--- src/common/voice_pkg.sv ---
// Shared mode and buffer-state enums plus default sizing values for the voice effect stage.
`default_nettype none

package voice_pkg;

    // Effect mode, held constant while out of reset.
    typedef enum logic [1:0]
    {
        mode_normal = 2'd0,
        mode_lower  = 2'd1,
        mode_raise  = 2'd2
    } mode_e;

    // Read side of the ping-pong buffer.
    typedef enum logic [1:0]
    {
        st_prime = 2'd0,
        st_run   = 2'd1,
        st_wait  = 2'd2
    } buf_state_e;

    // Default sample and bank address widths.
    localparam int DEF_DATA_WIDTH = 8;
    localparam int DEF_ADDR_WIDTH = 8;

    // Default read intervals in sck cycles.
    localparam int DEF_LOWER_DIV  = 64;
    localparam int DEF_RAISE_DIV  = 16;

endpackage

`default_nettype wire

--- src/logic/output_stage.sv ---
// Output stage selecting pass-through or buffered samples, with registered data and valids.
`timescale 1ns/1ps
`default_nettype none

module output_stage
    import voice_pkg::*;
#(
    parameter int DATA_WIDTH = DEF_DATA_WIDTH
)
(
    input  wire logic                  sck,
    input  wire logic                  rst_n,
    input  wire mode_e                 mode,
    input  wire logic [DATA_WIDTH-1:0] data,
    input  wire logic                  l_vld,
    input  wire logic                  r_vld,
    input  wire logic                  rd_vld,
    input  wire logic [DATA_WIDTH-1:0] rd_l,
    input  wire logic [DATA_WIDTH-1:0] rd_r,
    output logic [DATA_WIDTH-1:0]      ldata,
    output logic [DATA_WIDTH-1:0]      rdata,
    output logic                       l_out_vld,
    output logic                       r_out_vld
);

    logic pitch;

    assign pitch = (mode != mode_normal);

    always_ff @(posedge sck or negedge rst_n)
    begin
        if (!rst_n)
        begin
            ldata     <= '0;
            rdata     <= '0;
            l_out_vld <= 1'b0;
            r_out_vld <= 1'b0;
        end
        else if (!pitch)
        begin
            // Each channel updates only on its own strobe.
            l_out_vld <= l_vld;
            r_out_vld <= r_vld;
            if (l_vld)
                ldata <= data;
            if (r_vld)
                rdata <= data;
        end
        else
        begin
            // Buffered pairs leave together.
            l_out_vld <= rd_vld;
            r_out_vld <= rd_vld;
            if (rd_vld)
            begin
                ldata <= rd_l;
                rdata <= rd_r;
            end
        end
    end

    // The buffer stays idle in pass-through.
    a_no_read_normal: assert property (@(posedge sck) disable iff (!rst_n)
        (mode == mode_normal) |-> !rd_vld);

endmodule

`default_nettype wire

--- config.mk ---
export PLATFORM = sky130hd
export DESIGN_NAME = output_stage
export DESIGN_NICKNAME = d
export VERILOG_FILES = /design/src/common/voice_pkg.sv /design/src/logic/output_stage.sv
export SDC_FILE = /design/constraint.sdc
export NUM_CORES = 1
export LEC_CHECK = 0
export BUFFER_PORTS_ARGS = -buffer_cell sky130_fd_sc_hd__buf_4
export CORE_MARGIN = 2
export CORE_UTILIZATION = 42
export CTS_CLUSTER_DIAMETER = 80
export DETAILED_ROUTE_END_ITERATION = 16
export GPL_ROUTABILITY_DRIVEN = 1
export HOLD_SLACK_MARGIN = 0.05
export PLACE_DENSITY = 0.77
export SETUP_SLACK_MARGIN = 0.4
export SLEW_MARGIN = 5
export SYNTH_ARGS = -nofsm -noshare
export SYNTH_HDL_FRONTEND = slang
export SYNTH_SLANG_ARGS = --single-unit
--- constraint.sdc ---
create_clock -name sck -period 1 [get_ports sck]
set_clock_uncertainty 0.2 [all_clocks]
set_input_delay 0.2 -clock sck [delete_from_list [all_inputs] [get_ports sck]]
set_output_delay 0.2 -clock sck [all_outputs]
set_load 0.05 [all_outputs]
Word level (Yosys, flattened, before mapping)
Index checks and enable logic that the tools add are counted.
{"block": "totals", "inputBits": 31, "register_bits": 18, "out_inout_bits": 18, "wordCells": 18}
{"block": "op_classes", "eq_ne": 1, "n_reduce_logical": 5, "n_mux": 8}
{"operator": "$mux 8", "count": 6}
{"operator": "$reduce_bool 2->1", "count": 3}
{"operator": "$reduce_and 2->1", "count": 2}
{"operator": "$mux 1", "count": 2}
{"operator": "$ne 2x2->1 const B", "count": 1}

Logic depth before layout (Yosys ltp)
Gate-level depths: netlist (run 1).
{"block": "logic_depth", "word_depth": 3, "depth_mapped": 4, "ltp_nobuf": 3}

Least setup slack after synthesis (run 1)
OpenSTA, ideal clock, no wires.
{"block": "synth_timing", "path_type": "input -> register", "start": "input mode[0]", "end": "register ldata[0]", "setup_time_ns": 0.123, "arrival_ns": 1.012, "n_path_buf": 1, "path_slack_ns": -0.335, "required_time_ns": 0.677, "stages": 4, "path_cell_list": "buf_4 > o21ai_4 > o31ai_4 > o221a_1"}
{"block": "synth_between", "elab_chain_len": 3, "elab_cells_between_ends": 5, "classes_between": "1 x eq/ne; 1 x mux; 3 x reduce/logical"}
{"item": "from (decl)", "line_no": "output_stage.sv:13", "source": "input wire mode_e mode,"}
{"item": "$reduce_bool 2->1 *", "line_no": "output_stage.sv:28", "source": "assign pitch = (mode != mode_normal);"}
{"item": "$ne 2x2->1 (no source line) or $reduce_bool 2->1 (tied branches)"}
{"item": "$reduce_and 2->1 (no source line)"}
{"item": "to (signal assigned)", "line_no": "output_stage.sv:45", "source": "ldata <= data;"}
{"item": "to (signal assigned)", "line_no": "output_stage.sv:56", "source": "ldata <= rd_l;"}
{"item": "to (decl)", "line_no": "output_stage.sv:20", "source": "output logic [DATA_WIDTH-1:0] ldata,"}
Every way passes the cells marked *; elsewhere a longest branch is shown, timed or not.
A chain may end at the register's enable or synchronous reset.

Final worst setup path (run 1)
{"block": "layout_timing", "start": "register ldata[2]", "end": "output ldata[2]"}
No word-level cell between the ends.

==> results by stage, run 1 <==
Status:
- The flow ran to the end, but the final reports show violations.
- The final reports fail on negative hold slack, negative setup slack.

Worst setup path:
- The largest driver fanout on the critical path is 2.
- The family with the most delay on the worst path is flip-flops.
- The largest individual stage delay along the critical path comes from the cell dfrtp_1.
- The worst setup path is of the reg -> out kind.
- The worst endpoint data arrival time is 890 ps.
- Counting both buffers and inverters, the worst setup path holds a total of 1.
- STA classifies the critical path endpoint as a primary output.
- The worst setup path is launched from a flip-flop.
- Traced cell by cell, the critical path runs through buf_6.
- On the worst path, the slowest cell contributes a delay of 430 ps.
- The data required time at the worst endpoint is 600 ps.

Detailed routing:
- In the routed layout, each cell is associated on average with a via count of 5.38.
- The average routed wire per standard cell is 19.7 µm.
- After detailed routing, the total wire length is 3280 µm.
- The iteration count of the initial detailed-routing pass is 4.
- The final route contains 898 vias.
- In this run, the number of DRC markers left after iteration 0 of detailed routing was 14.
- For this run, design rule violations remaining after detail routing come to 0.
- The remaining number of nets flagged by the antenna check after routing is 0.

Finish:
- The repair_antennas step left the layout with diodes totalling 0.
- Compared with the post-synthesis result, the final layout area differs by 102%.
- Once layout is done, the placed cells without fillers occupy 1710 µm².
- The utilization of the core after routing is 88.1%.
- The fraction of final layout cells sized beyond drive strength 1 is 65.0%.
- The total number of nets in the final design is 173.

Power and ir drop:
- The combinational share of power is 48.1%.
- Net switching is 36.5% of the power.
- Across the VDD grid, the largest voltage drop is 0.000974 V.
- The sequential cell fraction of total power is 37.6%.
- The power per cell area is 1410 nW/µm².
- The cell-internal power is 1530 µW.
- The clock network is responsible for 14.3% of the overall power.
- The power spent charging and discharging nets is 881 µW.
- The standby leakage power is 0.000755 µW.

Timing:
- Across all hold checks on the routed design, the worst slack comes to -440 ps.
- The final hold violation count was 25.
- The total setup violations reported at the end of the flow is 30.
- Derived from the worst setup path, the maximum achievable clock frequency is 775 MHz.
- Headroom to the max-slew limit came out at 78.0%.
- The worst path setup slack after routing is -290 ps.
- The share of the clock period used by the worst path after layout is 129%.
- The max-slew violation count is 0.
- Setup repair after global routing could not meet its margin everywhere.
- At the pin with the least slew margin, the transition time is 330 ps.
- The worst path in the final design needs a cycle of 1290 ps, including I/O delays and setup.

Global routing:
- The final global-route overflow total is 0.
- The global-route wire length before repair is 4710 µm.
- The number of global-route vias before repair came to 970.
- The total global routing track utilization is 26.8%.
- The pin count of the biggest net entering global routing is 19.
- The number of antenna violations at the first check in global routing came to 0.

Floorplan:
- The area of the core region is 1940 µm².
- The die area is 2400 µm².
- The effective utilization at floorplan is 43.7%.
- The count of standard-cell rows is 16.
- In this run the count of I/O pins placed on the die edge is 49.
- Measured along the x axis, the die boundary spans 48.9 µm.
- Measured along the y axis, the die boundary spans 48.9 µm.

Synth:
- After synthesis, the mean cell area works out to 13.9 µm².
- Counting distinct cell types in the post-synthesis netlist gives 11.
- The number of instances in the synthesized netlist is 61.
- By area the synthesized netlist is led by dfrtp_1 53%, o221a_1 21%, nand2b_1 10%.
- The synthesized netlist occupies a cell area of 848 µm².
- The sequential share of the synthesized area is 53.1%.
- After synthesis, the largest area contributor takes up 53.1% of total cell area.
- The total of flip-flops plus latches after synthesis is 18.
- The number of synthesis warnings is 0.
- The synthesized net count is 92.
- The cell type with the highest aggregate area in the netlist is dfrtp_1.

Placed design:
- The area of placed instances is 1260 µm².
- The quantity of I/O buffers inserted on ports is 48.
- The routability congestion estimate from global placement is 0.741.

Clock tree:
- The largest buffer count on any clock path is 2.
- The TritonCTS sink count is 18.
- At the later pin of the worst-skew pair, clock insertion delay measures 290 ps.
- TritonCTS built the clock tree.
- The number of clock buffers added by TritonCTS is 3.
- The root cell of the clock tree is clkbuf_4.
- Clock-pin slew was measured on the worst setup and hold paths at 100 ps.
- CTS built an H-tree with a depth of 1.

Flow run:
- Max-cap violations in this run came to 0.

Min path:
- The type of the tightest min-delay check is in -> async.
[metal layers]
metal  GRT usage, %  vias up  wire [µm]
met4           14.3        0         94
met5              0        -          0
met3           4.29       10        158
met1           32.3      444       1270
met2           45.9       45       1760
li1               -      399          -
[power by group through the flow]
stage,combinational (µW),sequential [µW],clock (µW)
finish,1160,906,345
global route,1200,916,394
CTS,1060,893,351
detailed placement,805,891,0
global placement,791,888,0
floorplan,171,1220,0
[repair_timing]
item / CTS / global route
cloned: 2 / 0
setup endpoints to repair: 36 / 36
pin swaps: 11 / 2
endpoints found under the hold margin: 36 / 36
gates resized for setup: 37 / 12
setup buffers: 19 / 5
[worst paths after layout]
check                      startpoint        end  slack (ps)  depth (start not counted)
max in group asynchronous       rst_n  r_out_vld         820                          1
min reg2reg                  rdata[4]   rdata[4]         400                          1
max reg2reg                  ldata[6]   ldata[6]        -150                          3
min                             rst_n   ldata[6]        -440                          1
min in group sck              rd_l[1]   ldata[1]         -20                          2
max                          ldata[2]   ldata[2]        -290                          1
[layout make-up]
type | instances | area, µm²
fill | 83 | 231
tap | 27 | 33.8
multi-input combinational | 40 | 419
inverter | 2 | 7.51
clock buffer | 3 | 22.5
sequential | 18 | 453
timing repair buffer | 77 | 774
[Yosys cell counts]
library cell  instances
nand2_1               2
dfrtp_1              18
o21ai_4               1
nor3b_2               2
nand2b_1             14
o31ai_4               2
nor3_1                1
buf_4                 2
o221a_1              16
buf_6                 1
inv_1                 2
[kinds of logic after synthesis]
family	after synthesis	share of synthesized area, %
compound gates	19	28.2
buf+inv	5	3.98
flops	18	53.1
simple gates	19	14.7
[through the flow]
| step | setup TNS [ps] | setup slack, ps | hold slack [ps] | instances | total power [µW] |
|---|---|---|---|---|---|
| after CTS | -4930 | -268 | -439 | 162 | 2300 |
| after detailed placement | -6080 | -384 | -123 | 138 | 1700 |
| after floorplan | -5240 | -313 | -296 | 61 | 1390 |
| final | -5670 | -290 | -440 | 167 | 2410 |
| after global routing | -6650 | -318 | -439 | 167 | 2510 |
| after global placement | -5250 | -321 | -124 | 138 | 1680 |
[cells in the final DEF (no fill, tap or decap)]
cell,netlist,routed
buf_6,1,37
buf_4,2,35
o221a_1,16,16
dfrtp_1,18,16
nand2b_1,14,13
o31ai_4,2,4
buf_12,0,4
clkbuf_4,0,3
inv_1,2,2
nor3b_2,2,2
nand2_1,2,2
dfrtp_2,0,2
o21ai_4,1,1
nand2b_4,0,1
nor3_2,0,1
buf_8,0,1
[sequential cells by signal (all words and copies together) (netlist names)]
| signal | flops |
|---|---|
| l_out_vld | 1 |
| ldata | 8 |
| r_out_vld | 1 |
| rdata | 8 |
No activity file was read; power rests on OpenSTA's default activity.
==> run 2, diff against run 1 <==
Settings changed: CAP_MARGIN from default to 0, CTS_BUF_LIST from default to sky130_fd_sc_hd__clkbuf_16.
==> run 2 against run 1 <==
Net effect: largest cell class unchanged; first-iteration DRC count increased by 100%; the run still ends with negative hold slack, negative setup slack left; power rose by 18%; largest power group unchanged; register-to-register slack worse by 30 ps.
==> results by stage, run 2 (synthesis results as in run 1) <==
Clock tree:
- No sink is reached through more buffers than the 2 on the longest clock path.
- Buffers inserted during clock tree synthesis total 3.
- The clock drives 18 sinks.
- The clock latency reported for the late side of the worst-skew pair is 240 ps.
- TritonCTS built the clock tree.
- The root cell of the clock tree is clkbuf_16.
- The clock-pin slew of the registers on the worst-case setup and hold paths is 50 ps.
- CTS built an H-tree with a depth of 1.

Detailed routing:
- The count of vias placed by the detailed router is 908.
- The vias per cell is 5.44.
- The remaining number of nets flagged by the antenna check after routing is 0.
- After the first detailed-routing iteration, the DRC count stood at 28.
- The total wirelength of the detailed-routed design is 3560 µm.
- The first detailed-routing pass ran for 4 iterations.
- The average routed wire per standard cell is 21.3 µm.
- The DRC violations left is 0.

Finish:
- Leaving out fill and tap cells, the most frequent cell in the layout is buf_4.
- The area growth from synthesis to layout is 106%.
- The number of antenna repair diodes is 0.
- The final-layout fill cell count is 78.
- The total number of nets in the final design is 173.
- The total area of multi-input combinational cells is 427 µm².
- The top cell types in the final layout, fill and taps aside, are 38 x buf_4, 36 x buf_6, 16 x o221a_1, 16 x dfrtp_1, 12 x nand2b_1.
- The largest registers in the layout are ldata: 8 flops, rdata: 8 flops.
- In the final layout, the share of cells above drive strength 1 is 65.7%.
- The sequential cell area is 453 µm².

Placed design:
- In this run the tool buffered the top-level ports with 48 buffer cells.
- The congestion estimate from routability-driven global placement came to 0.741.
- The post-place setup slack is -384 ps.

Floorplan:
- From bottom edge to top edge, the die measures 48.9 µm.
- The count of standard-cell rows is 16.
- The number of placed I/O pins is 49.
- The area of the core region is 1940 µm².
- From left edge to right edge, the die measures 48.9 µm.
- The initial utilization of the core area, before any placement, comes to 43.7%.
- The die area is 2400 µm².

Worst setup path:
- STA classifies the critical path endpoint as a primary output.
- Walking the worst path, the cells encountered are buf_6.
- The category of the worst setup path launch point is a flip-flop.
- The critical path is of the reg -> out type.
- Data on the critical path is required at its endpoint by 600 ps.
- The delay of the slowest cell on the worst path is 400 ps.
- The cell with the biggest individual delay on the critical path is dfrtp_1.
- The buffering stage count on the worst path with inverters included is 1.
- The largest driver fanout on the critical path is 2.
- Grouping stages by cell kind, the critical path spends the most delay in flip-flops.
- At the worst endpoint, the arrival time is 840 ps.

Timing:
- The final hold violation count is 18.
- Final hold analysis gives a worst-case slack of -387 ps.
- The normalized max-slew margin is 78.0%.
- The time the worst path needs with I/O delays and setup is 1240 ps.
- Based on the critical path, the design can be clocked at up to 805 MHz.
- Setup violations remaining at the end of the flow were counted as 34.
- The worst path setup slack after routing is -242 ps.
- Setup repair after global routing could not meet its margin everywhere.
- The actual transition at the worst max-transition pin is 330 ps.
- The max-slew violation count is 0.
- The worst path uses 124% of the clock period.

Power and ir drop:
- The overall power is 2850 µW.
- The largest vdd supply drop is 0.00127 V.
- The power per cell area is 1630 nW/µm².
- The standby leakage power is 0.000775 µW.

Flow run:
- The tool flagged a number of max-cap violations equal to 0.

Global routing:
- The number of global-route vias before repair is 945.
- For this run the aggregate overflow at the end of global routing stands at 0.
- The total global routing track utilization is 25.8%.
- Entering global routing, the biggest net connects 19 pins.
- The global-route wire length before repair is 4530 µm.
- The number of antenna violations at the first check in global routing is 0.

Status:
- The checks that failed: negative hold slack, negative setup slack.
- The flow ran to the end, but the final reports show violations.

Min path:
- The path class of the tightest hold or removal check is in -> async.
## run 2: cell types whose count changed in the layout (fill, tap and decap cells not counted)
| cell | before | now |
|---|---|---|
| buf_4 | 35 | 38 |
| buf_12 | 4 | 3 |
| buf_6 | 37 | 36 |
| clkbuf_4 | 3 | 0 |
| nand2b_4 | 1 | 2 |
| clkbuf_16 | 0 | 3 |
| buf_8 | 1 | 0 |
| nand2b_1 | 13 | 12 |
## run 2: per-stage QoR
step                      instances  setup TNS (ps)  hold slack (ps)  area (µm²)  utilization [%]
after floorplan                  61           -5240             -296         863                -
after global placement          138           -5250             -124        1260             64.7
after detailed placement        138           -6080             -123        1260             64.7
after CTS                       162           -3890             -382        1660             85.7
after global routing            167           -5590             -364        1750             89.9
final                           167           -4970             -387        1750             89.9
## run 2: layout make-up
type                            instances  area share (%)
Timing Repair Buffer                   77            43.0
Sequential cell                        18            25.9
Multi-Input combinational cell         40            24.4
Clock buffer                            3            4.30
Tap cell                               27            1.93
Inverter                                2           0.430
## run 2: final timing paths
path | startpoint | to | slack [ps] | depth (start not counted)
max in group asynchronous | rst_n | l_out_vld | 770 | 1
max | ldata[6] | ldata[6] | -240 | 1
max reg2reg | ldata[6] | ldata[6] | -180 | 3
min | rst_n | rdata[2] | -390 | 1
min reg2reg | rdata[7] | rdata[7] | 390 | 1
min in group sck | rd_l[2] | ldata[2] | 30 | 2
## run 2: timing repair
item	4_1_cts	5_1_grt
endpoints found under the hold margin	30	21
gates resized for setup	37	10
buffers inserted	19	5
pin swaps	11	6
setup endpoints to repair	36	36
cloned	2	0
## run 2: power by group
group	internal [µW]	switching (µW)	total [µW]
clock	526	261	787
sequential	824	87.1	912
combinational	558	595	1150
total	1910	942	2850
## run 2: metal layers
metal,share of wire (%),GRT usage (%),up-vias
li1,-,-,404
met1,37,29.2,430
met2,53,46.8,61
met3,6.7,5.83,13
met4,3.7,10.0,0
met5,0,0,-
