File: src/common/voice_pkg.sv
// Shared mode and buffer-state enums plus default sizing values for the voice effect stage.
`default_nettype none

package voice_pkg;

    // Effect mode, held constant while out of reset.
    typedef enum logic [1:0]
    {
        mode_normal = 2'd0,
        mode_lower  = 2'd1,
        mode_raise  = 2'd2
    } mode_e;

    // Read side of the ping-pong buffer.
    typedef enum logic [1:0]
    {
        st_prime = 2'd0,
        st_run   = 2'd1,
        st_wait  = 2'd2
    } buf_state_e;

    // Default sample and bank address widths.
    localparam int DEF_DATA_WIDTH = 8;
    localparam int DEF_ADDR_WIDTH = 8;

    // Default read intervals in sck cycles.
    localparam int DEF_LOWER_DIV  = 64;
    localparam int DEF_RAISE_DIV  = 16;

endpackage

`default_nettype wire

File: src/logic/sample_router.sv
// Sample router with per-channel write pointers, full flags, write strobes and ready outputs.
`timescale 1ns/1ps
`default_nettype none

module sample_router
    import voice_pkg::*;
#(
    parameter int DATA_WIDTH = DEF_DATA_WIDTH,
    parameter int ADDR_WIDTH = DEF_ADDR_WIDTH
)
(
    input  wire logic                  sck,
    input  wire logic                  rst_n,
    input  wire mode_e                 mode,
    input  wire logic                  l_vld,
    input  wire logic                  r_vld,
    input  wire logic                  bank_swap,
    output logic                       l_rdy,
    output logic                       r_rdy,
    output logic                       l_wr_en,
    output logic                       r_wr_en,
    output logic [ADDR_WIDTH-1:0]      l_wr_addr,
    output logic [ADDR_WIDTH-1:0]      r_wr_addr,
    output logic                       banks_full
);

    localparam logic [ADDR_WIDTH-1:0] LAST_ADDR = '1;

    logic pitch;
    logic l_full;
    logic r_full;

    // Bank sizing sanity check at elaboration.
    if (DATA_WIDTH < 1 || ADDR_WIDTH < 1)
    begin : g_param_check
        $error("sample_router needs positive DATA_WIDTH and ADDR_WIDTH.");
    end

    assign pitch = (mode != mode_normal);

    // Pass-through never stalls the source.
    assign l_rdy = !pitch || !l_full;
    assign r_rdy = !pitch || !r_full;

    assign l_wr_en = pitch && l_vld && !l_full;
    assign r_wr_en = pitch && r_vld && !r_full;

    assign banks_full = l_full && r_full;

    // Write pointers and full flags per channel.
    always_ff @(posedge sck or negedge rst_n)
    begin
        if (!rst_n)
        begin
            l_wr_addr <= '0;
            r_wr_addr <= '0;
            l_full    <= 1'b0;
            r_full    <= 1'b0;
        end
        else if (bank_swap)
        begin
            // Fresh write bank after the swap.
            l_wr_addr <= '0;
            r_wr_addr <= '0;
            l_full    <= 1'b0;
            r_full    <= 1'b0;
        end
        else
        begin
            if (l_wr_en)
            begin
                l_wr_addr <= l_wr_addr + 1'b1;
                l_full    <= (l_wr_addr == LAST_ADDR);
            end
            if (r_wr_en)
            begin
                r_wr_addr <= r_wr_addr + 1'b1;
                r_full    <= (r_wr_addr == LAST_ADDR);
            end
        end
    end

    // Mode may only change under reset.
    a_mode_stable: assert property (@(posedge sck) disable iff (!rst_n) $stable(mode));

    // Shared data bus carries one channel per cycle.
    a_one_valid: assert property (@(posedge sck) disable iff (!rst_n) !(l_vld && r_vld));

endmodule

`default_nettype wire

File: config.mk
export PLATFORM = sky130hd
export DESIGN_NAME = sample_router
export DESIGN_NICKNAME = d
export VERILOG_FILES = /design/src/common/voice_pkg.sv /design/src/logic/sample_router.sv
export SDC_FILE = /design/constraint.sdc
export NUM_CORES = 1
export LEC_CHECK = 0
export BUFFER_PORTS_ARGS = -buffer_cell sky130_fd_sc_hd__buf_4
export CAP_MARGIN = 40
export CORE_AREA = 3 3 52 54
export DETAILED_ROUTE_END_ITERATION = 12
export DIE_AREA = 0 0 55 57
export PLACE_DENSITY = 0.71
export SETUP_SLACK_MARGIN = 0.4
export SYNTH_ARGS = -nofsm -noshare
export SYNTH_HDL_FRONTEND = slang
export SYNTH_SLANG_ARGS = --single-unit
File: constraint.sdc
create_clock -name sck -period 1.43 [get_ports sck]
set_clock_uncertainty 0.2 [all_clocks]
set_input_delay 0.143 -clock sck [delete_from_list [all_inputs] [get_ports sck]]
set_output_delay 0.143 -clock sck [all_outputs]
set_load 0.05 [all_outputs]
Word-level counts from Yosys, hierarchy flattened. Index checks and enable logic that the tools add are counted.

Register bits after elaboration: 18. Input port bits: 7. Output and inout port bits: 21. Logic and storage cells: 29.

Add/subtract/negate cells: 2. Equality and inequality tests: 2. Mux-type cells: 8. Reductions and logical operators: 13.

Operators by type and width (count): 8-bit two-way mux (4); 8-bit by 1-bit adder with 8-bit output, second input constant (2); 8-bit equality test, second input constant (2); 2-bit nonzero test (3); 1-bit logical AND (5); 1-bit two-way mux (4); 1-bit zero test (3); 1-bit logical OR (2).

Longest topological paths before layout. Gate-level depths: netlist of run 1.

Word-level depth: 5. Depth in mapped cells: 5. Gate-level depth less buffers: 5.

Worst setup path before layout of run 1. No wires, ideal clock.

Path type: reg2reg. Start: reg r_wr_addr[0]. End: reg r_wr_addr[6]. Library setup time: 0.128 ns. Arrival: 1.656 ns. Data required time: 1.102 ns. Path slack: -0.554 ns. Stages on the path, launching flop included: 6. Buffers on the path: 0. Period minus slack after synthesis: 1.984 ns. Cell sequence: dfrtp_1 -> ha_1 -> nand3_1 -> nor3_4 -> nand3_1 -> mux2_1.

Word-level cells in the longest chain between the ends: 3.

RTL lines: start: declaration (line sample_router.sv:23) `output logic [ADDR_WIDTH-1:0] r_wr_addr,`; start signal: assignment (line sample_router.sv:77) `r_wr_addr <= r_wr_addr + 1'b1;`; 8-bit by 1-bit adder with 8-bit output (line sample_router.sv:77); 8-bit two-way mux (line sample_router.sv:75) `if (r_wr_en)`; 8-bit two-way mux (line sample_router.sv:60) `else if (bank_swap)`.

Every way passes these cells. The select of a mux whose other input is x is not followed. A chain may end at the register's enable or synchronous reset.

Worst setup path in the final report of run 1.
Start: reg l_full. End: reg l_wr_addr[2].

Word-level cells in the longest chain between the ends: 3.

RTL lines: start: declaration (line sample_router.sv:30) `logic l_full;`; start signal: assignment (line sample_router.sv:73) `l_full <= (l_wr_addr == LAST_ADDR);`; 1-bit zero test (line sample_router.sv:45) `assign l_wr_en = pitch && l_vld && !l_full;`; 1-bit logical AND (line sample_router.sv:45); 2-bit nonzero test (no source line); end signal: assignment (line sample_router.sv:72) `l_wr_addr <= l_wr_addr + 1'b1;`; end: declaration (line sample_router.sv:22) `output logic [ADDR_WIDTH-1:0] l_wr_addr,`.

Every way passes these cells.

==> flow_summary.json, run 1 <==
{
  "grt_use_total": 0.209,
  "setup_viol": 23,
  "rsz0062_at_grt": "yes",
  "post-route-min-period_ps": 1620,
  "clk_pin_slew_ps": 110,
  "drtAntennaViolNets": 0,
  "slowest_delay_ps": 400,
  "p_leak_nw": 0.830,
  "rows": 17,
  "p_total_w": 0.00115,
  "start_kind": "register",
  "finalMaxSlewViolations": 0,
  "synth_top_cell_by_area": "dfrtp_1",
  "crit_path_max_fanout": 7,
  "nNetsFinal": 176,
  "fmax_mhz": 616,
  "vdd_drop_max_mv": 0.660,
  "cts.htree.levels": 1,
  "cts_tree": "built",
  "design_area_mm2": 0.00202,
  "hold_viol_final": 16,
  "die_h_um": 57,
  "cts_made_buffers": 3,
  "first_global_vias": 1016,
  "die-area_mm2": 0.00314,
  "die_w_um": 55,
  "hold-worst-slack_ps": -66.7,
  "avgSynthCellArea_um2": 10.6,
  "power_density_mw_per_mm2": 570,
  "syn_nets": 106,
  "r2r_cells": 5,
  "grt_overflow": 0,
  "layout-drive-gt1-share": 0.705,
  "synth-seq-cells": 18,
  "postCtsHoldBufs": 1,
  "cts_root_buffer": "clkbuf_4",
  "start_util": 0.455,
  "wirelength_um": 3850,
  "drtIter0Drc": 18,
  "grt_pass1_wl_um": 4820,
  "synth_area_mm2": 0.00103,
  "synth_area_leaders": "dfrtp_1 44%, xnor2_1 10%, nor2_1 6.2%",
  "outcome": "finished with violations",
  "min_path_cells": 2,
  "finalCritPeriodShare": 1.14,
  "grt_max_degree": 20,
  "port_buffers": 27,
  "wire_per_inst_um": 19.8,
  "worst_pin_slew_ps": 271,
  "ctsLongestPathBuffers": 2,
  "drc": 0,
  "setup_ws_ps": -194,
  "critPathKind": "register to register",
  "dpl-instance-area_mm2": 0.00140,
  "endpoint_kind": "register",
  "ios": 28,
  "core_area_mm2": 0.00225,
  "area_growth_pct": 97.2,
  "dr.pass1.iters": 4,
  "viasPerCell": 5.48,
  "yosysSeqAreaShare": 0.439,
  "max-cap-violations": 0,
  "netlist-cell-type-count": 30,
  "slew_headroom": 0.818,
  "place.gp.congestion": 0.782,
  "cp.arrival_ps": 1620,
  "cp_slowest_cell": "dfrtp_1",
  "antenna_cells": 0,
  "cts.sinks": 18,
  "timing.hold.worst.class": "input port to register",
  "cp_cell_sequence": "nand2b_4 -> buf_8 -> or3b_1 -> xor2_1 -> nor2_1",
  "violations": "hold timing, setup timing",
  "dp_hpwl_um": 1680,
  "yosys_warnings": 0,
  "cp.required_ps": 1430,
  "worstSkewPairLatency_ps": 290,
  "place_ws_ps": -73.5,
  "syn_inst": 97,
  "vias": 1063,
  "yosysTopAreaCellShare": 0.439,
  "antenna_found_initial": 0
}
==> cell type report <==
type	instances	area [um^2]
tap	28	35.0
timing repair buffer	69	743
clock buffer	4	26.3
fill	96	231
multi-input combinational	75	752
sequential	18	467
==> registers in the layout, summed over array words and instances (netlist names) <==
register,cells
r_wr_addr,8
r_full,1
l_full,1
l_wr_addr,8
==> cell usage after synthesis, drive strengths merged <==
library cell,count
a21oi,2
a31oi,1
and2,1
and3,1
buf,3
clkbuf,1
dfrtp,18
ha,2
mux2,1
nand2,6
nand2b,2
nand3,5
nand4,5
nor2,20
nor2b,1
nor3,2
nor3b,1
nor4,4
nor4b,4
o21ai,2
or2,1
or3b,1
xnor2,12
xor2,1
==> cells in the final DEF (no fill, tap or decap), types with 2 or more instances in the layout <==
cell      netlist  routed
clkbuf_4        0       3
nor4b_4         0       3
nand2_1         6       2
nand2_2         0       2
nor3_4          1       2
a21oi_2         0       2
nor4_4          1       3
nor2_4          1       3
nand2_4         0       2
buf_4           0      28
o21ai_1         2       2
dfrtp_2         0      13
ha_4            0       2
xnor2_2         0       2
buf_8           0      17
nor2_1         17      17
buf_6           2      22
xnor2_1        12      10
nand3_4         0       2
nand4_1         5       5
nand3_2         0       2
dfrtp_1        18       5
nand2b_4        2       2
==> logic make-up after synthesis <==
group | count (synthesis) | share of synthesized area
multiplexers | 1 | 0.0110
AO/OA/AOI/OAI | 5 | 0.0256
flip-flops | 18 | 0.439
XOR/XNOR | 13 | 0.111
buffers and inverters | 4 | 0.0293
adder cells (fa/ha/maj) | 2 | 0.0244
AND/OR/NAND/NOR | 54 | 0.360
==> repair_timing <==
| item | 4_1_cts | 5_1_grt |
|---|---|---|
| buffers inserted | 18 | 11 |
| gates resized for setup | 55 | 25 |
| gates cloned | 0 | 0 |
| pin swaps | 14 | 21 |
| endpoints found under the hold margin | 35 | 15 |
| setup endpoints to repair | 39 | 39 |
==> final timing paths <==
check                                          from                  endpoint  slack, ps
max                              l_full$_DFFE_PN0P_  l_wr_addr[2]$_DFFE_PN0P_       -190
min reg2reg                r_wr_addr[1]$_DFFE_PN0P_  r_wr_addr[1]$_DFFE_PN0P_        460
min in group asynchronous                     rst_n  l_wr_addr[1]$_DFFE_PN0P_         30
max reg2reg                      l_full$_DFFE_PN0P_  l_wr_addr[2]$_DFFE_PN0P_       -190
max in group asynchronous                     rst_n  r_wr_addr[2]$_DFFE_PN0P_        770
min                                       bank_swap  l_wr_addr[1]$_DFFE_PN0P_        -70
==> power breakdown <==
part           internal [W]  switching, W
sequential         0.000521     0.0000194
clock              0.000109      0.000167
combinational      0.000161      0.000176
==> worst max-delay path: cells and delay by family, from the launching register on <==
family	cells	cell delay [ps]
flops	1	400
simple gates	3	600
xor+xnor	1	160
buf+inv	1	160
==> routing by layer <==
layer	vias to the layer above	GRT usage	part of all wire	wire length (um)
li1	479	-	-	-
met1	548	0.272	0.41	1590
met2	26	0.341	0.53	2040
met3	10	0.0339	0.028	107
met4	0	0.0764	0.029	112
met5	-	0	0	0
==> through the flow <==
step / util / TNS [ps] / cells
floorplan: - / -1200 / 97
global placement: 0.622 / -10.0 / 160
detailed placement: 0.622 / -74.7 / 160
CTS: 0.802 / -1390 / 183
global route: 0.897 / -3460 / 194
finish: 0.897 / -2380 / 194
Power figures use the tool's default switching activity.
==> run 2: changes to the inputs <==
--- a/config.mk
+++ b/config.mk
@@ -5,13 +5,15 @@
 export SDC_FILE = /design/constraint.sdc
 export NUM_CORES = 1
 export LEC_CHECK = 0
+export ABC_AREA = 0
 export BUFFER_PORTS_ARGS = -buffer_cell sky130_fd_sc_hd__buf_4
 export CAP_MARGIN = 40
 export CORE_AREA = 3 3 52 54
 export DETAILED_ROUTE_END_ITERATION = 12
 export DIE_AREA = 0 0 55 57
 export PLACE_DENSITY = 0.71
-export SETUP_SLACK_MARGIN = 0.4
+export SETUP_SLACK_MARGIN = 0.2
+export SKIP_CTS_REPAIR_TIMING = 1
 export SYNTH_ARGS = -nofsm -noshare
 export SYNTH_HDL_FRONTEND = slang
 export SYNTH_SLANG_ARGS = --single-unit
==> flow_summary.json, run 2 (synthesized netlist as in run 1, its figures left out) <==
{
  "die-area_mm2": 0.00314,
  "dp_hpwl_um": 1700,
  "slew_headroom": 0.777,
  "start_util": 0.455,
  "finalMaxSlewViolations": 0,
  "endpoint_kind": "register",
  "worst_r2r_startpoint": "l_full$_DFFE_PN0P_",
  "grt_use_total": 0.166,
  "first_global_vias": 790,
  "grt_pass1_wl_um": 3790,
  "p_leak_nw": 0.793,
  "wire_per_inst_um": 18.3,
  "grt_max_degree": 19,
  "ctsLongestPathBuffers": 2,
  "drc": 0,
  "layout-drive-gt1-share": 0.669,
  "clk_pin_slew_ps": 120,
  "ios": 28,
  "use_met2": 0.243,
  "violations": "setup timing",
  "critPathKind": "register to register",
  "rsz0062_at_grt": "yes",
  "p_total_w": 0.00120,
  "power_density_mw_per_mm2": 629,
  "cts.sinks": 18,
  "port_buffers": 27,
  "place.gp.congestion": 0.797,
  "core_area_mm2": 0.00225,
  "nNetsFinal": 176,
  "crit_start": "l_full$_DFFE_PN0P_",
  "timing.hold.worst.class": "input port to async pin",
  "viasPerCell": 5.35,
  "drtAntennaViolNets": 0,
  "crit_path_max_fanout": 3,
  "finalCritPeriodShare": 1.22,
  "rows": 17,
  "final_common_cell": "buf_4",
  "vias": 1038,
  "fmax_mhz": 574,
  "cp.required_ps": 1470,
  "vdd_drop_max_mv": 0.563,
  "grt_overflow": 0,
  "max-cap-violations": 0,
  "finish.utilization": 0.848,
  "die_w_um": 55,
  "gr-usage-met3": 0.0313,
  "antenna_found_initial": 0,
  "cts_tree": "built",
  "die_h_um": 57,
  "setup_ws_ps": -313,
  "fillers": 114,
  "grt_use_met1": 0.239,
  "outcome": "finished with violations",
  "worst_pin_slew_ps": 332,
  "start_kind": "register",
  "dr.pass1.iters": 4,
  "post-route-min-period_ps": 1740,
  "r2r_slack_ps": -310,
  "worstSkewPairLatency_ps": 310,
  "hold_viol_final": 0,
  "area_growth_pct": 86.3,
  "cts.htree.levels": 1,
  "layout_common_cells": "35 x buf_4, 17 x nor2_1, 17 x buf_6",
  "cts_root_buffer": "clkbuf_4",
  "antenna_cells": 0,
  "wirelength_um": 3550,
  "reg_top3": "l_wr_addr x8, r_wr_addr x8",
  "cp.arrival_ps": 1780,
  "drtIter0Drc": 18,
  "cts_made_buffers": 3,
  "busiest_layer": "met2",
  "setup_viol": 19
}
==> run 2: power breakdown <==
group	internal (W)	switching, W
sequential	0.000521	0.0000162
combinational	0.000152	0.000166
clock	0.000156	0.000191
total	0.000828	0.000373
==> run 2: layer usage <==
layer / share of wire / routed length (um)
met5: 0 / 0
met4: 0.019 / 69
met3: 0.043 / 153
met1: 0.42 / 1490
met2: 0.52 / 1840
==> run 2: area by class of cell <==
cell class | count | area, um^2 | share of cell area
clock buffers | 4 | 36.3 | 0.0190
multi-input cells | 75 | 664 | 0.348
flip-flops and latches | 18 | 467 | 0.244
well taps | 28 | 35.0 | 0.0183
repair buffers | 69 | 709 | 0.371
==> run 2: worst paths after layout <==
path,endpoint,cells past startpoint
worst max-delay path,l_full$_DFFE_PN0P_,6
worst min-delay path,l_wr_addr[7]$_DFFE_PN0P_,2
worst max register to register,l_full$_DFFE_PN0P_,6
worst min register to register,l_wr_addr[6]$_DFFE_PN0P_,2
max in group asynchronous,r_wr_addr[1]$_DFFE_PN0P_,2
min in group sck,r_wr_addr[4]$_DFFE_PN0P_,3
==> run 2: stage by stage <==
step                TNS [ps]  instance area, um^2  setup slack [ps]  std cells  hold WS (ps)
floorplan              -1150                 1100              -301         97          -353
global placement       -5.25                 1420             -5.25        162          -173
detailed placement     -83.0                 1420             -79.4        162          -168
CTS                     -909                 1460              -301        166          -514
global route           -4070                 1910              -339        194          16.2
finish                 -3140                 1910              -313        194          13.9
==> run 2: worst max-delay path, cell delays in order (launching register included) <==
cell and delay (ps):
dfrtp_1 410, nand2b_4 160, buf_4 140, buf_4 140, nor4_1 340, nor2_1 120, nor2_1 160
==> run 3: changes to the inputs <==
--- a/config.mk
+++ b/config.mk
@@ -9,6 +9,7 @@
 export BUFFER_PORTS_ARGS = -buffer_cell sky130_fd_sc_hd__buf_4
 export CAP_MARGIN = 40
 export CORE_AREA = 3 3 52 54
+export CTS_BUF_LIST = sky130_fd_sc_hd__clkbuf_16
 export DETAILED_ROUTE_END_ITERATION = 12
 export DIE_AREA = 0 0 55 57
 export PLACE_DENSITY = 0.71
==> flow_summary.json, run 3 (synthesized netlist as in run 1, its figures left out) <==
{
  "viasPerCell": 5.38,
  "rsz0062_at_grt": "yes",
  "grt_max_degree": 19,
  "timing.hold.worst.class": "input port to async pin",
  "p_leak_nw": 0.756,
  "start_kind": "register",
  "first_global_vias": 866,
  "worstSkewPairLatency_ps": 250,
  "vdd_drop_max_mv": 0.687,
  "rows": 17,
  "die_w_um": 55,
  "cts.htree.levels": 1,
  "final_cells": 183,
  "port_buffers": 27,
  "core_area_mm2": 0.00225,
  "design_area_mm2": 0.00190,
  "dpl-instance-area_mm2": 0.00142,
  "finalMaxSlewViolations": 0,
  "grt_pass1_wl_um": 4020,
  "nNetsFinal": 165,
  "power_density_mw_per_mm2": 762,
  "crit_start": "r_full$_DFFE_PN0P_",
  "cp.required_ps": 1090,
  "violations": "setup timing",
  "ios": 28,
  "fillers": 116,
  "critPathKind": "register to output pin",
  "drc": 0,
  "r2r_slack_ps": -160,
  "die-area_mm2": 0.00314,
  "outcome": "finished with violations",
  "fmax_mhz": 623,
  "worst_pin_slew_ps": 310,
  "hold_viol_final": 0,
  "wire_per_inst_um": 17.7,
  "dp_hpwl_um": 1700,
  "reg2reg_to": "r_wr_addr[2]$_DFFE_PN0P_",
  "post-route-min-period_ps": 1600,
  "cts_root_buffer": "clkbuf_16",
  "grt_use_total": 0.174,
  "cp.depth": 4,
  "crit_family": "flip-flops",
  "critPathBufInv": 2,
  "wirelength_um": 3240,
  "crit_path_max_fanout": 4,
  "r2r_cells": 6,
  "dr.pass1.iters": 4,
  "hold-worst-slack_ps": 88.7,
  "ctsLongestPathBuffers": 2,
  "grt_overflow": 0,
  "start_util": 0.455,
  "dp.cells": 162,
  "cts.sinks": 18,
  "die_h_um": 57,
  "layout_common_cells": "26 x buf_4, 22 x buf_6, 17 x nor2_1",
  "finalCritPeriodShare": 1.12,
  "drtAntennaViolNets": 0,
  "cp_slowest_cell": "dfrtp_1",
  "slew_headroom": 0.793,
  "cts_tree": "built",
  "clk_pin_slew_ps": 60,
  "antenna_cells": 0,
  "setup_viol": 14,
  "final_common_cell": "buf_4",
  "drtIter0Drc": 9,
  "place_ws_ps": -79.4,
  "cp_cell_sequence": "nand2b_4 -> buf_6 -> nor2_4 -> buf_8",
  "p_total_w": 0.00144,
  "area_growth_pct": 84.8,
  "vias": 984,
  "slowest_delay_ps": 380,
  "crit_end": "r_wr_en",
  "place.gp.congestion": 0.797,
  "cts_made_buffers": 3,
  "layout-drive-gt1-share": 0.658,
  "worst_r2r_startpoint": "r_full$_DFFE_PN0P_",
  "antenna_found_initial": 0,
  "reg_top3": "l_wr_addr x8, r_wr_addr x8",
  "cp.arrival_ps": 1260,
  "max-cap-violations": 0,
  "endpoint_kind": "output pin",
  "setup_ws_ps": -175
}
## run 3: per-layer routing
| layer | track usage | wire, um |
|---|---|---|
| met5 | 0 | 0 |
| met4 | 0.0694 | 98 |
| met2 | 0.252 | 1650 |
| met1 | 0.253 | 1340 |
| met3 | 0.0313 | 144 |
## run 3: worst register-to-register path: stages (launching register included)
cell and delay (ps):
dfrtp_1 380, nand2b_4 180, buf_6 140, buf_6 120
nor3b_4 200, xnor2_1 160, nor2_1 80
## run 3: how the worst min path moves through the flow
stage | start | to | slack, ps
6_report | rst_n | l_wr_addr[7]$_DFFE_PN0P_ | 90
5_1_grt | bank_swap | r_wr_addr[6]$_DFFE_PN0P_ | 90
2_1_floorplan | rst_n | l_full$_DFFE_PN0P_ | -350
3_5_place_dp | rst_n | l_wr_addr[7]$_DFFE_PN0P_ | -170
4_1_cts | rst_n | l_wr_addr[7]$_DFFE_PN0P_ | -440
3_3_place_gp | rst_n | l_wr_addr[7]$_DFFE_PN0P_ | -170
## run 3: area by class of cell
class	count	area, um^2	share of cell area
multi-input combinational	75	722	0.381
clock inverter	1	3.75	0.00198
sequential	18	467	0.246
timing repair buffer	58	593	0.313
clock buffer	3	75.1	0.0396
tap	28	35.0	0.0185
## run 3: power by group
| group | switching, W | internal, W |
|---|---|---|
| Combinational | 0.000173 | 0.000154 |
| Sequential | 0.0000172 | 0.000522 |
| Clock | 0.000205 | 0.000373 |
| Total | 0.000396 | 0.00105 |
## run 3: through the flow
| step | TNS (ps) | utilization |
|---|---|---|
| after floorplan | -1150 | - |
| after global placement | -5.25 | 0.631 |
| after detailed placement | -83.0 | 0.631 |
| after CTS | -597 | 0.666 |
| after global routing | -2150 | 0.841 |
| final | -1220 | 0.841 |
